--- src/fpu_pkg.sv ---
// fpu package: number format, operation codes, bus register map and constants
`default_nettype none

package fpu_pkg;

  localparam int EXP_BIAS  = 127;
  localparam int FRAC_W    = 23;
  localparam int MANT_W    = 24;
  localparam int MUL_STEPS = 24;

  // ieee single precision layout
  typedef struct packed {
    logic              sign;
    logic [7:0]        exp;
    logic [FRAC_W-1:0] frac;
  } fp32_t;

  // codes missing here execute as add
  typedef enum logic [3:0] {
    op_add     = 4'd0,
    op_sub     = 4'd1,
    op_mul     = 4'd2,
    op_k_pi    = 4'd5,
    op_k_piby2 = 4'd6
  } fpu_op_e;

  // one host bus cycle, selects active low
  typedef struct packed {
    logic       cs_n;
    logic       rd_n;
    logic       wr_n;
    logic [3:0] addr;
    logic [7:0] wdata;
  } bus_req_t;

  // register map, byte 0 is the least significant
  localparam logic [3:0] ADDR_A0 = 4'd0;
  localparam logic [3:0] ADDR_A1 = 4'd1;
  localparam logic [3:0] ADDR_A2 = 4'd2;
  localparam logic [3:0] ADDR_A3 = 4'd3;
  localparam logic [3:0] ADDR_B0 = 4'd4;
  localparam logic [3:0] ADDR_B1 = 4'd5;
  localparam logic [3:0] ADDR_B2 = 4'd6;
  localparam logic [3:0] ADDR_B3 = 4'd7;
  localparam logic [3:0] ADDR_OP = 4'd8;
  localparam logic [3:0] ADDR_R0 = 4'd9;
  localparam logic [3:0] ADDR_R1 = 4'd10;
  localparam logic [3:0] ADDR_R2 = 4'd11;
  localparam logic [3:0] ADDR_R3 = 4'd12;

  // truncated constants
  localparam fp32_t K_PI      = 32'h40490fda;
  localparam fp32_t K_PI_BY_2 = 32'h3fc90fda;
  localparam fp32_t K_ONE     = 32'h3f800000;

endpackage

`default_nettype wire

--- src/fpu_bus_regs.sv ---
// fpu bus registers: byte-wide host access to operands, operation and result
`timescale 1ns/1ps
`default_nettype none

module fpu_bus_regs (
  input  logic              clk,
  input  logic              arst,
  input  fpu_pkg::bus_req_t bus_req,
  input  fpu_pkg::fp32_t    result,
  input  logic              result_load,
  output logic [7:0]        rdata,
  output fpu_pkg::fp32_t    operand_a,
  output fpu_pkg::fp32_t    operand_b,
  output fpu_pkg::fpu_op_e  operation,
  output logic              op_strobe
);
  import fpu_pkg::*;

  fp32_t result_reg;
  logic  wr_en;
  logic  rd_en;

  // unknown codes fold to add
  function automatic fpu_op_e decode_op(input logic [3:0] code);
    fpu_op_e op;
    case (code)
      op_sub, op_mul, op_k_pi, op_k_piby2: op = fpu_op_e'(code);
      default: op = op_add;
    endcase
    return op;
  endfunction

  assign wr_en = !bus_req.cs_n && !bus_req.wr_n;
  assign rd_en = !bus_req.cs_n && !bus_req.rd_n;

  always_ff @(posedge clk or posedge arst) begin
    if (arst) begin
      operand_a  <= K_ONE;
      operand_b  <= K_ONE;
      operation  <= op_add;
      result_reg <= '0;
      op_strobe  <= 1'b0;
    end else begin
      op_strobe <= wr_en && (bus_req.addr == ADDR_OP);
      if (wr_en) begin
        case (bus_req.addr)
          ADDR_A0: operand_a[7:0]   <= bus_req.wdata;
          ADDR_A1: operand_a[15:8]  <= bus_req.wdata;
          ADDR_A2: operand_a[23:16] <= bus_req.wdata;
          ADDR_A3: operand_a[31:24] <= bus_req.wdata;
          ADDR_B0: operand_b[7:0]   <= bus_req.wdata;
          ADDR_B1: operand_b[15:8]  <= bus_req.wdata;
          ADDR_B2: operand_b[23:16] <= bus_req.wdata;
          ADDR_B3: operand_b[31:24] <= bus_req.wdata;
          ADDR_OP: operation        <= decode_op(bus_req.wdata[3:0]);
          default: begin
          end
        endcase
      end
      // result also lands in A so operations can chain
      if (result_load) begin
        result_reg <= result;
        operand_a  <= result;
      end
    end
  end

  // read mux, zero when not selected
  always_comb begin
    rdata = 8'h00;
    if (rd_en) begin
      case (bus_req.addr)
        ADDR_A0: rdata = operand_a[7:0];
        ADDR_A1: rdata = operand_a[15:8];
        ADDR_A2: rdata = operand_a[23:16];
        ADDR_A3: rdata = operand_a[31:24];
        ADDR_B0: rdata = operand_b[7:0];
        ADDR_B1: rdata = operand_b[15:8];
        ADDR_B2: rdata = operand_b[23:16];
        ADDR_B3: rdata = operand_b[31:24];
        ADDR_OP: rdata = {4'h0, operation};
        ADDR_R0: rdata = result_reg[7:0];
        ADDR_R1: rdata = result_reg[15:8];
        ADDR_R2: rdata = result_reg[23:16];
        ADDR_R3: rdata = result_reg[31:24];
        default: rdata = 8'h00;
      endcase
    end
  end

  // host writes to A never collide with a result being loaded
  a_write_vs_load: assert property (@(posedge clk) disable iff (arst)
    result_load |-> !(wr_en && (bus_req.addr <= ADDR_A3)))
    else $error("operand A written in the same cycle as result_load");

endmodule

`default_nettype wire

--- src/fpu_add_sub.sv ---
// fpu adder: aligns, sums and normalises two single precision operands
`timescale 1ns/1ps
`default_nettype none

module fpu_add_sub (
  input  fpu_pkg::fp32_t operand_a,
  input  fpu_pkg::fp32_t operand_b,
  input  logic           subtract,
  output fpu_pkg::fp32_t sum_result
);
  import fpu_pkg::*;

  // carry bit plus sign bit above the mantissa
  localparam int SUM_W = MANT_W + 2;

  logic              b_zero;
  logic              a_zero;
  logic [MANT_W-1:0] mant_a;
  logic [MANT_W-1:0] mant_b;
  logic [MANT_W-1:0] align_a;
  logic [MANT_W-1:0] align_b;
  logic [7:0]        exp_big;
  logic [7:0]        exp_diff;
  logic [SUM_W-1:0]  signed_a;
  logic [SUM_W-1:0]  signed_b;
  logic [SUM_W-1:0]  sum;
  logic [SUM_W-1:0]  mag;
  logic [MANT_W-1:0] norm;
  logic [4:0]        lead_zeros;
  logic [7:0]        exp_out;

  // zeros above the first one
  function automatic logic [4:0] count_lz(input logic [MANT_W-1:0] value);
    logic [4:0] count;
    logic       found;
    count = '0;
    found = 1'b0;
    for (int i = MANT_W - 1; i >= 0; i--) begin
      if (value[i]) begin
        found = 1'b1;
      end else if (!found) begin
        count = count + 5'd1;
      end
    end
    return count;
  endfunction

  assign a_zero = (operand_a.exp == 8'd0) && (operand_a.frac == '0);
  assign b_zero = (operand_b.exp == 8'd0) && (operand_b.frac == '0);

  // hidden bit back in front of the fraction
  assign mant_a = {|operand_a.exp, operand_a.frac};
  assign mant_b = {|operand_b.exp, operand_b.frac};

  // shift the smaller operand down to the larger exponent
  always_comb begin
    if (operand_a.exp >= operand_b.exp) begin
      exp_big  = operand_a.exp;
      exp_diff = operand_a.exp - operand_b.exp;
      align_a  = mant_a;
      align_b  = b_zero ? mant_b : (mant_b >> exp_diff);
    end else begin
      exp_big  = operand_b.exp;
      exp_diff = operand_b.exp - operand_a.exp;
      align_a  = a_zero ? mant_a : (mant_a >> exp_diff);
      align_b  = mant_b;
    end
  end

  assign signed_a = operand_a.sign ? (~{2'b00, align_a} + SUM_W'(1)) : {2'b00, align_a};
  assign signed_b = operand_b.sign ? (~{2'b00, align_b} + SUM_W'(1)) : {2'b00, align_b};
  assign sum      = subtract ? (signed_a - signed_b) : (signed_a + signed_b);

  always_comb begin
    mag        = sum[SUM_W-1] ? (~sum + SUM_W'(1)) : sum;
    lead_zeros = count_lz(mag[MANT_W-1:0]);
    // carry out of the mantissa moves the point right
    if (mag[SUM_W-1]) begin
      norm    = mag[SUM_W-1:2];
      exp_out = exp_big + 8'd2;
    end else if (mag[SUM_W-2]) begin
      norm    = mag[SUM_W-2:1];
      exp_out = exp_big + 8'd1;
    end else begin
      norm    = mag[MANT_W-1:0] << lead_zeros;
      exp_out = exp_big - {3'b000, lead_zeros};
    end
    // exact cancellation always gives +0
    if (sum == '0) begin
      sum_result = '0;
    end else begin
      sum_result.sign = sum[SUM_W-1];
      sum_result.exp  = exp_out;
      sum_result.frac = norm[FRAC_W-1:0];
    end
  end

endmodule

`default_nettype wire

--- src/fpu_mul_seq.sv ---
// fpu multiplier: sequential shift-and-add mantissa product with sign and exponent
`timescale 1ns/1ps
`default_nettype none

module fpu_mul_seq (
  input  logic           clk,
  input  logic           arst,
  input  fpu_pkg::fp32_t operand_a,
  input  fpu_pkg::fp32_t operand_b,
  input  logic           mul_start,
  output fpu_pkg::fp32_t mul_result,
  output logic           mul_done
);
  import fpu_pkg::*;

  // product plus one carry bit
  localparam int PROD_W = 2 * MANT_W + 1;

  typedef enum logic [1:0] {
    ms_idle,
    ms_add,
    ms_shift,
    ms_norm
  } mul_state_e;

  mul_state_e        state;
  logic [4:0]        step;
  logic [MANT_W-1:0] multiplicand;
  logic [PROD_W-1:0] prod;
  logic              prod_sign;
  logic [7:0]        prod_exp;

  // sequencing, one add phase and one shift phase per multiplier bit
  always_ff @(posedge clk or posedge arst) begin
    if (arst) begin
      state    <= ms_idle;
      step     <= '0;
      mul_done <= 1'b0;
    end else begin
      mul_done <= 1'b0;
      case (state)
        ms_idle: begin
          if (mul_start) begin
            state <= ms_add;
            step  <= '0;
          end
        end
        ms_add: begin
          state <= ms_shift;
          step  <= step + 5'd1;
        end
        ms_shift: begin
          if (step == 5'(MUL_STEPS)) begin
            state <= ms_norm;
          end else begin
            state <= ms_add;
          end
        end
        ms_norm: begin
          state    <= ms_idle;
          mul_done <= 1'b1;
        end
      endcase
    end
  end

  // datapath
  always_ff @(posedge clk) begin
    case (state)
      ms_idle: begin
        if (mul_start) begin
          multiplicand <= {|operand_a.exp, operand_a.frac};
          prod         <= {{(MANT_W + 1){1'b0}}, |operand_b.exp, operand_b.frac};
          prod_sign    <= operand_a.sign ^ operand_b.sign;
          prod_exp     <= operand_a.exp + operand_b.exp - 8'(EXP_BIAS);
        end
      end
      ms_add: begin
        if (prod[0]) begin
          prod[PROD_W-1:MANT_W] <= prod[PROD_W-1:MANT_W] + {1'b0, multiplicand};
        end
      end
      ms_shift: prod <= prod >> 1;
      ms_norm: begin
        mul_result.sign <= prod_sign;
        // product in [1,4), top bit set means 1x.xxx
        if (prod[2*MANT_W-1]) begin
          mul_result.exp  <= prod_exp + 8'd1;
          mul_result.frac <= prod[2*MANT_W-2 -: FRAC_W];
        end else begin
          mul_result.exp  <= prod_exp;
          mul_result.frac <= prod[2*MANT_W-3 -: FRAC_W];
        end
      end
    endcase
  end

  // the sequencer waits for mul_done before starting again
  mul_no_restart: assert property (@(posedge clk) disable iff (arst)
    mul_start |-> (state == ms_idle))
    else $error("mul_start while a multiplication is running");

endmodule

`default_nettype wire

--- src/fpu_sequencer.sv ---
// fpu sequencer: command FSM, result select and host completion handshake
`timescale 1ns/1ps
`default_nettype none

module fpu_sequencer (
  input  logic             clk,
  input  logic             arst,
  input  fpu_pkg::fpu_op_e operation,
  input  logic             op_strobe,
  input  fpu_pkg::fp32_t   sum_result,
  input  fpu_pkg::fp32_t   mul_result,
  input  logic             mul_done,
  input  logic             end_ack,
  output logic             subtract,
  output logic             mul_start,
  output fpu_pkg::fp32_t   result,
  output logic             result_load,
  output logic             busy,
  output logic             cmd_end
);
  import fpu_pkg::*;

  typedef enum logic [1:0] {
    st_idle,
    st_execute,
    st_mul_wait,
    st_wait_ack
  } seq_state_e;

  seq_state_e state;
  logic       is_mul;

  assign is_mul    = (operation == op_mul);
  assign subtract  = (operation == op_sub);
  // execute lasts one cycle so this is a single pulse
  assign mul_start = (state == st_execute) && is_mul;

  // result select and load strobe
  always_comb begin
    result      = sum_result;
    result_load = 1'b0;
    if (state == st_execute) begin
      result_load = !is_mul;
      case (operation)
        op_k_pi:    result = K_PI;
        op_k_piby2: result = K_PI_BY_2;
        default:    result = sum_result;
      endcase
    end else if (state == st_mul_wait) begin
      result      = mul_result;
      result_load = mul_done;
    end
  end

  always_ff @(posedge clk or posedge arst) begin
    if (arst) begin
      state   <= st_idle;
      busy    <= 1'b0;
      cmd_end <= 1'b0;
    end else begin
      case (state)
        st_idle: begin
          // op writes outside idle only update the register
          if (op_strobe) begin
            state <= st_execute;
            busy  <= 1'b1;
          end
        end
        st_execute: begin
          if (is_mul) begin
            state <= st_mul_wait;
          end else begin
            state   <= st_wait_ack;
            cmd_end <= 1'b1;
          end
        end
        st_mul_wait: begin
          if (mul_done) begin
            state   <= st_wait_ack;
            cmd_end <= 1'b1;
          end
        end
        st_wait_ack: begin
          if (end_ack) begin
            state   <= st_idle;
            busy    <= 1'b0;
            cmd_end <= 1'b0;
          end
        end
      endcase
    end
  end

  // completion is only ever flagged inside a busy window
  cmd_end_in_busy: assert property (@(posedge clk) disable iff (arst)
    cmd_end |-> busy)
    else $error("cmd_end high without busy");

endmodule

`default_nettype wire

--- src/fpu_top.sv ---
// fpu top: host bus registers, command sequencer, adder and multiplier
`timescale 1ns/1ps
`default_nettype none

module fpu_top (
  input  logic              clk,
  input  logic              arst,
  input  fpu_pkg::bus_req_t bus_req,
  input  logic              end_ack,
  output logic [7:0]        rdata,
  output logic              busy,
  output logic              cmd_end
);
  import fpu_pkg::*;

  fp32_t   operand_a;
  fp32_t   operand_b;
  fpu_op_e operation;
  logic    op_strobe;
  fp32_t   result;
  logic    result_load;
  logic    subtract;
  fp32_t   sum_result;
  logic    mul_start;
  fp32_t   mul_result;
  logic    mul_done;

  fpu_bus_regs i_bus_regs (
    .clk         (clk),
    .arst        (arst),
    .bus_req     (bus_req),
    .result      (result),
    .result_load (result_load),
    .rdata       (rdata),
    .operand_a   (operand_a),
    .operand_b   (operand_b),
    .operation   (operation),
    .op_strobe   (op_strobe)
  );

  fpu_sequencer i_sequencer (
    .clk         (clk),
    .arst        (arst),
    .operation   (operation),
    .op_strobe   (op_strobe),
    .sum_result  (sum_result),
    .mul_result  (mul_result),
    .mul_done    (mul_done),
    .end_ack     (end_ack),
    .subtract    (subtract),
    .mul_start   (mul_start),
    .result      (result),
    .result_load (result_load),
    .busy        (busy),
    .cmd_end     (cmd_end)
  );

  fpu_add_sub i_add_sub (
    .operand_a  (operand_a),
    .operand_b  (operand_b),
    .subtract   (subtract),
    .sum_result (sum_result)
  );

  fpu_mul_seq i_mul_seq (
    .clk        (clk),
    .arst       (arst),
    .operand_a  (operand_a),
    .operand_b  (operand_b),
    .mul_start  (mul_start),
    .mul_result (mul_result),
    .mul_done   (mul_done)
  );

endmodule

`default_nettype wire

--- config.mk ---
export PLATFORM = sky130hd
export DESIGN_NAME = fpu_top
export DESIGN_NICKNAME = d
export VERILOG_FILES = /design/src/fpu_pkg.sv /design/src/fpu_bus_regs.sv /design/src/fpu_add_sub.sv /design/src/fpu_mul_seq.sv /design/src/fpu_sequencer.sv /design/src/fpu_top.sv
export SDC_FILE = /design/constraint.sdc
export NUM_CORES = 1
export LEC_CHECK = 0
export BUFFER_PORTS_ARGS = -buffer_cell sky130_fd_sc_hd__buf_2
export CORE_ASPECT_RATIO = 2
export CORE_MARGIN = 4
export CORE_UTILIZATION = 35
export CTS_CLUSTER_DIAMETER = 50
export DETAILED_ROUTE_END_ITERATION = 10
export GPL_TIMING_DRIVEN = 0
export PLACE_DENSITY_LB_ADDON = 0.15
export SYNTH_ARGS = -nofsm -noshare
export SYNTH_HDL_FRONTEND = slang
export SYNTH_SLANG_ARGS = --single-unit
--- constraint.sdc ---
create_clock -name clk -period 44.6 [get_ports clk]
set_clock_uncertainty 0.1 [all_clocks]
set_input_delay 8.92 -clock clk [delete_from_list [all_inputs] [get_ports clk]]
set_output_delay 8.92 -clock clk [all_outputs]
set_load 0.01 [all_outputs]
==> impl_metrics.yaml, run 1 <==
run_status:
  status: "completed"
yosys:
  synth_nets: 3419
  seq_area_frac_synth_pct: 23.72
  netlist_area_mm2: 0.02643
  synthCells: 3271
  ys_ff_latch: 227
  async_flop_share_pct: 49.78
  ys_warn_count: 0
  synth-edff-count: 114
  yosysUniqueCellTypes: 126
  ys.flop_type: "edfxtp_1"
  avgSynthCellArea_um2: 8.080
route:
  vias_per_cell: 6.177
  totalWireLength_um: 120400
  vias: 26940
  drt-initial-drc-count: 1996
  dr.pass1.iters: 7
  drc: 0
  ant_nets: 0
  drt-wirelength-per-cell_um: 27.61
finish:
  top_register: "i_mul_seq.prod"
  drive_gt1_share_pct: 10.27
  final_nets: 3478
  area.growth.synth_to_final_pct: 8.890
  largest_register_ffs: 49
  fill_cells: 8044
  utilization_pct: 38.39
min_path:
  hp-class: "reg2reg"
  hold-path-cell-count: 0
sta:
  hold_ws_ps: 340.6
  fin_crit_ps: 31370
  drv_slew: 0
  max_freq_mhz: 31.87
  setup_violations: 0
  rsz0062_at_grt: "no"
  worst_pin_slew_ps: 1332
  fin_tns_setup_ps: 0
  final-hold-violation-count: 0
  period_share_pct: 70.35
  maxSlewHeadroom_pct: 10.38
clock_tree:
  clk_latency_ps: 570
  cts_post_setup_buffers_inserted: 0
  ctsHoldBuffers: 0
  htree_num_levels: 1
  path_clk_slew_ps: 70
  cts-root-buf: "clkbuf_16"
  ctsResizeCount: 0
  cts_tree: "built"
  cts.sinks: 227
  cts_made_buffers: 27
  cts_buffer_depth: 3
worst_setup_path:
  reg2reg_setup_slack_ps: 13230
  worst_path_largest_cell_delay_ps: 710
  path_depth: 139
  path_max_fanout: 10
  path_delay_family: "adder cells"
  arrival_ps: 31720
  crit_slowest_cell: "xnor2_1"
  path_class: "reg2reg"
  start_kind: "flop"
  reg2regPathDepth: 139
  timing.critical_path.mode_cell: "ha_1"
  worstPathRequired_ps: 44950
  path_buf_inv: 18
  cp-end-kind: "flop"
global_route:
  grt_pass1_vias: 26890
  grt_max_degree: 78
  grt_antenna_before_repair: 3
  grt_first_pass_wirelength_um: 175900
  grt_overflow: 0
  gr-usage-all-layers_pct: 28.83
run:
  cap_viol_max_count: 0
placement:
  port_buffers: 24
  gp_congestion: 1.059
  dp_hpwl_um: 97460
die:
  die_h_um: 396.6
  io_pins: 28
  num_rows: 142
  start_util_pct: 35.25
  die_x_um: 202.3
  dieArea_mm2: 0.08024
  coreArea_mm2: 0.07498
[routing by layer]
| layer | vias up | global-route usage, % | wire length, um |
|---|---|---|---|
| met5 | - | 0 | 0 |
| met4 | 0 | 24.83 | 13240 |
| met3 | 513 | 3.021 | 5892 |
| met2 | 1197 | 53.29 | 61550 |
| met1 | 12900 | 28.31 | 39720 |
| li1 | 12330 | - | - |
[through the flow]
stage          instances  setup WS [ps]  instance area [um^2]
6_report            4361          13230                 28780
5_1_grt             4359          11580                 28780
4_1_cts             4359          13800                 28770
3_5_place_dp        4309          13970                 27940
3_3_place_gp        4303          13920                 27810
2_1_floorplan       3271          19630                 26430
[logic make-up after synthesis]
family | Yosys count | share of synthesized area (%)
AND/OR/NAND/NOR | 1213 | 22.29
AO/OA/AOI/OAI | 926 | 23.67
flip-flops | 227 | 23.72
buffers and inverters | 302 | 4.999
XOR/XNOR | 212 | 7.882
multiplexers | 257 | 10.95
adder cells (fa/ha/maj) | 134 | 6.481
[cell usage after synthesis (99+ instances only)]
cell	instances	share of area (%)
nand3_1	118	2.2
mux2i_1	143	5.4
o21ai_0	181	3.4
nor2_1	316	4.5
inv_1	105	1.5
xnor2_1	134	4.4
nor3_1	105	2.0
a21oi_1	224	4.2
nand2_1	347	4.9
edfxtp_1	114	13
clkbuf_1	108	1.5
dfrtp_1	99	9.4
ha_1	124	5.9
[layout by cell type, fill, tap and decap left out, drive strengths merged, types with 29 or more instances in the layout]
cell type	netlist	final
o21ai	195	195
ha	124	124
buf	80	110
xnor2	140	140
dfrtp	99	99
a21oi	228	228
inv	109	115
clkbuf	108	148
edfxtp	114	114
a22o	35	35
nand3	119	119
a21o	39	39
nand4	50	50
o31ai	34	34
nor4	42	42
nor3	108	108
o21bai	30	30
xor2	67	67
and2	29	29
mux2i	143	143
nand2	347	347
mux2	98	98
and3	30	30
o211ai	31	31
nor2	317	317
a31oi	47	47
nand2b	33	33
[final timing paths]
kind | end | start
setup / recovery | i_bus_regs.result_reg[29]$_DFFE_PP0P_ | i_bus_regs.operand_a[23]$_DFFE_PP1P_
hold / removal | i_mul_seq.mul_result[31]$_DFFE_PP_ | i_mul_seq.prod_sign$_DFFE_PP_
setup reg to reg | i_bus_regs.result_reg[29]$_DFFE_PP0P_ | i_bus_regs.operand_a[23]$_DFFE_PP1P_
hold reg to reg | i_mul_seq.mul_result[31]$_DFFE_PP_ | i_mul_seq.prod_sign$_DFFE_PP_
max in group asynchronous | i_bus_regs.operand_a[26]$_DFFE_PP1P_ | arst
min in group asynchronous | i_mul_seq.step[2]$_DFFE_PP0P_ | arst
[area by class of cell]
cell class	count	area [um^2]	area share [%]
Buffer	188	890.9	3.095
Clock inverter	10	97.59	0.3391
Antenna cell	2	5.005	0.01739
Timing Repair Buffer	30	209.0	0.7260
Inverter	114	435.4	1.513
Clock buffer	40	734.5	2.552
Tap cell	1008	1261	4.382
Sequential cell	227	6269	21.78
Multi-Input combinational cell	2742	18880	65.59
Power of run 1 is not shown: default switching activity piles up to over one toggle a cycle in this logic, so the estimate is an artifact.
==> run 2, diff against run 1 <==
==> constraint.sdc (replaced) <==
create_clock -name clk -period 29 [get_ports clk]
set_clock_uncertainty 0.1 [all_clocks]
set_input_delay 5.8 -clock clk [delete_from_list [all_inputs] [get_ports clk]]
set_output_delay 5.8 -clock clk [all_outputs]
set_load 0.01 [all_outputs]
==> impl_metrics.yaml, run 2 (same netlist as run 1, synthesis figures left out) <==
worst_setup_path:
  timing.critical_path.mode_cell: "ha_1"
  worstPathRequired_ps: 29350
  path_delay_family: "adder cells"
  reg2reg_from: "i_bus_regs.operand_a[23]$_DFFE_PP1P_"
  path_buf_inv: 15
  cp-end-kind: "flop"
  path_class: "reg2reg"
  startpoint: "i_bus_regs.operand_a[23]$_DFFE_PP1P_"
  start_kind: "flop"
  worst_path_largest_cell_delay_ps: 610
  crit_slowest_cell: "dfstp_2"
  arrival_ps: 27760
  path_max_fanout: 10
clock_tree:
  clk_latency_ps: 570
  cts_tree: "built"
  cts-root-buf: "clkbuf_16"
  path_clk_slew_ps: 70
  cts_made_buffers: 27
  cts.sinks: 227
  htree_num_levels: 1
  ctsHoldBuffers: 0
  cts_buffer_depth: 3
placement:
  dp_hpwl_um: 97460
  gp_congestion: 1.059
  port_buffers: 24
  dpl.cell_count: 4309
  placed_area_mm2: 0.02794
route:
  vias: 27040
  drt-wirelength-per-cell_um: 27.55
  ant_nets: 0
  vias_per_cell: 6.171
  drt-initial-drc-count: 2096
  drc: 0
  totalWireLength_um: 120700
  dr.pass1.iters: 9
run_status:
  status: "completed"
die:
  dieArea_mm2: 0.08024
  io_pins: 28
  start_util_pct: 35.25
  coreArea_mm2: 0.07498
  die_x_um: 202.3
  num_rows: 142
  die_h_um: 396.6
finish:
  final_area_mm2: 0.02927
  largest_register_ffs: 49
  area.growth.synth_to_final_pct: 10.76
  drive_gt1_share_pct: 12.40
  final_nets: 3498
  fill_cells: 8015
  layout_commonest_cell: "nand2_1"
  multi_input_area_mm2: 0.01917
  layout.cells.non_filler: 4382
  final-seq-area_mm2: 0.006269
  top_register: "i_mul_seq.prod"
  final_cell_mix: "346 x nand2_1, 314 x nor2_1, 218 x a21oi_1, 175 x o21ai_0, 142 x mux2i_1"
global_route:
  grt_pass1_vias: 26920
  grt_overflow: 0
  gr-usage-all-layers_pct: 28.89
  grt_max_degree: 78
  grt_first_pass_wirelength_um: 176200
  grt_antenna_before_repair: 3
sta:
  final-hold-violation-count: 0
  drv_slew: 0
  fin_tns_setup_ps: 0
  worst_pin_slew_ps: 1287
  period_share_pct: 94.50
  fin_crit_ps: 27410
  setup_violations: 0
  hold_ws_ps: 345.7
  maxSlewHeadroom_pct: 13.40
  max_freq_mhz: 36.49
min_path:
  hp-class: "reg2reg"
  hp-start: "i_mul_seq.prod_sign$_DFFE_PP_"
run:
  cap_viol_max_count: 0
==> run 2: stage by stage <==
stage                     worst slack (ps)  utilization [%]
after detailed placement             -1635            37.26
final                                 1594            39.04
after global placement               -1681            37.09
after CTS                            37.24            38.52
after global routing                -70.63            39.04
after floorplan                       4031                -
==> run 2: final timing paths <==
path                                                         endpoint  slack (ps)  cells after the start
min in group asynchronous               i_mul_seq.step[2]$_DFFE_PP0P_        5120                      2
worst max-delay path            i_bus_regs.result_reg[28]$_DFFE_PP0P_        1590                    136
max in group asynchronous        i_bus_regs.operand_a[26]$_DFFE_PP1P_       22880                      3
worst min-delay path               i_mul_seq.mul_result[31]$_DFFE_PP_         350                      0
worst min register to register     i_mul_seq.mul_result[31]$_DFFE_PP_         350                      0
worst max register to register  i_bus_regs.result_reg[28]$_DFFE_PP0P_        1590                    136
==> run 2: area by class of cell <==
class	count	area share, %
Sequential cell	227	21.41
Tap cell	1008	4.308
Inverter	114	1.509
Clock inverter	10	0.3334
Timing Repair Buffer	51	1.252
Multi-Input combinational cell	2742	65.48
Antenna cell	3	0.02565
Buffer	187	3.171
Clock buffer	40	2.509
==> run 2: metal layers <==
layer | share of wire, % | wire length (um) | track usage [%]
met1 | 33 | 39750 | 28.40
met2 | 51 | 61620 | 53.30
met3 | 5.0 | 6003 | 3.070
met4 | 11 | 13360 | 24.95
met5 | 0 | 0 | 0
==> run 2: timing repair <==
| item | CTS | global route |
|---|---|---|
| pin swaps | 5 | 18 |
| buffers inserted | 3 | 18 |
| resized for setup | 24 | 66 |
| cloned | 0 | 0 |
| endpoints found under the setup margin | 60 | 60 |
Power of run 2 is left out for the same reason.
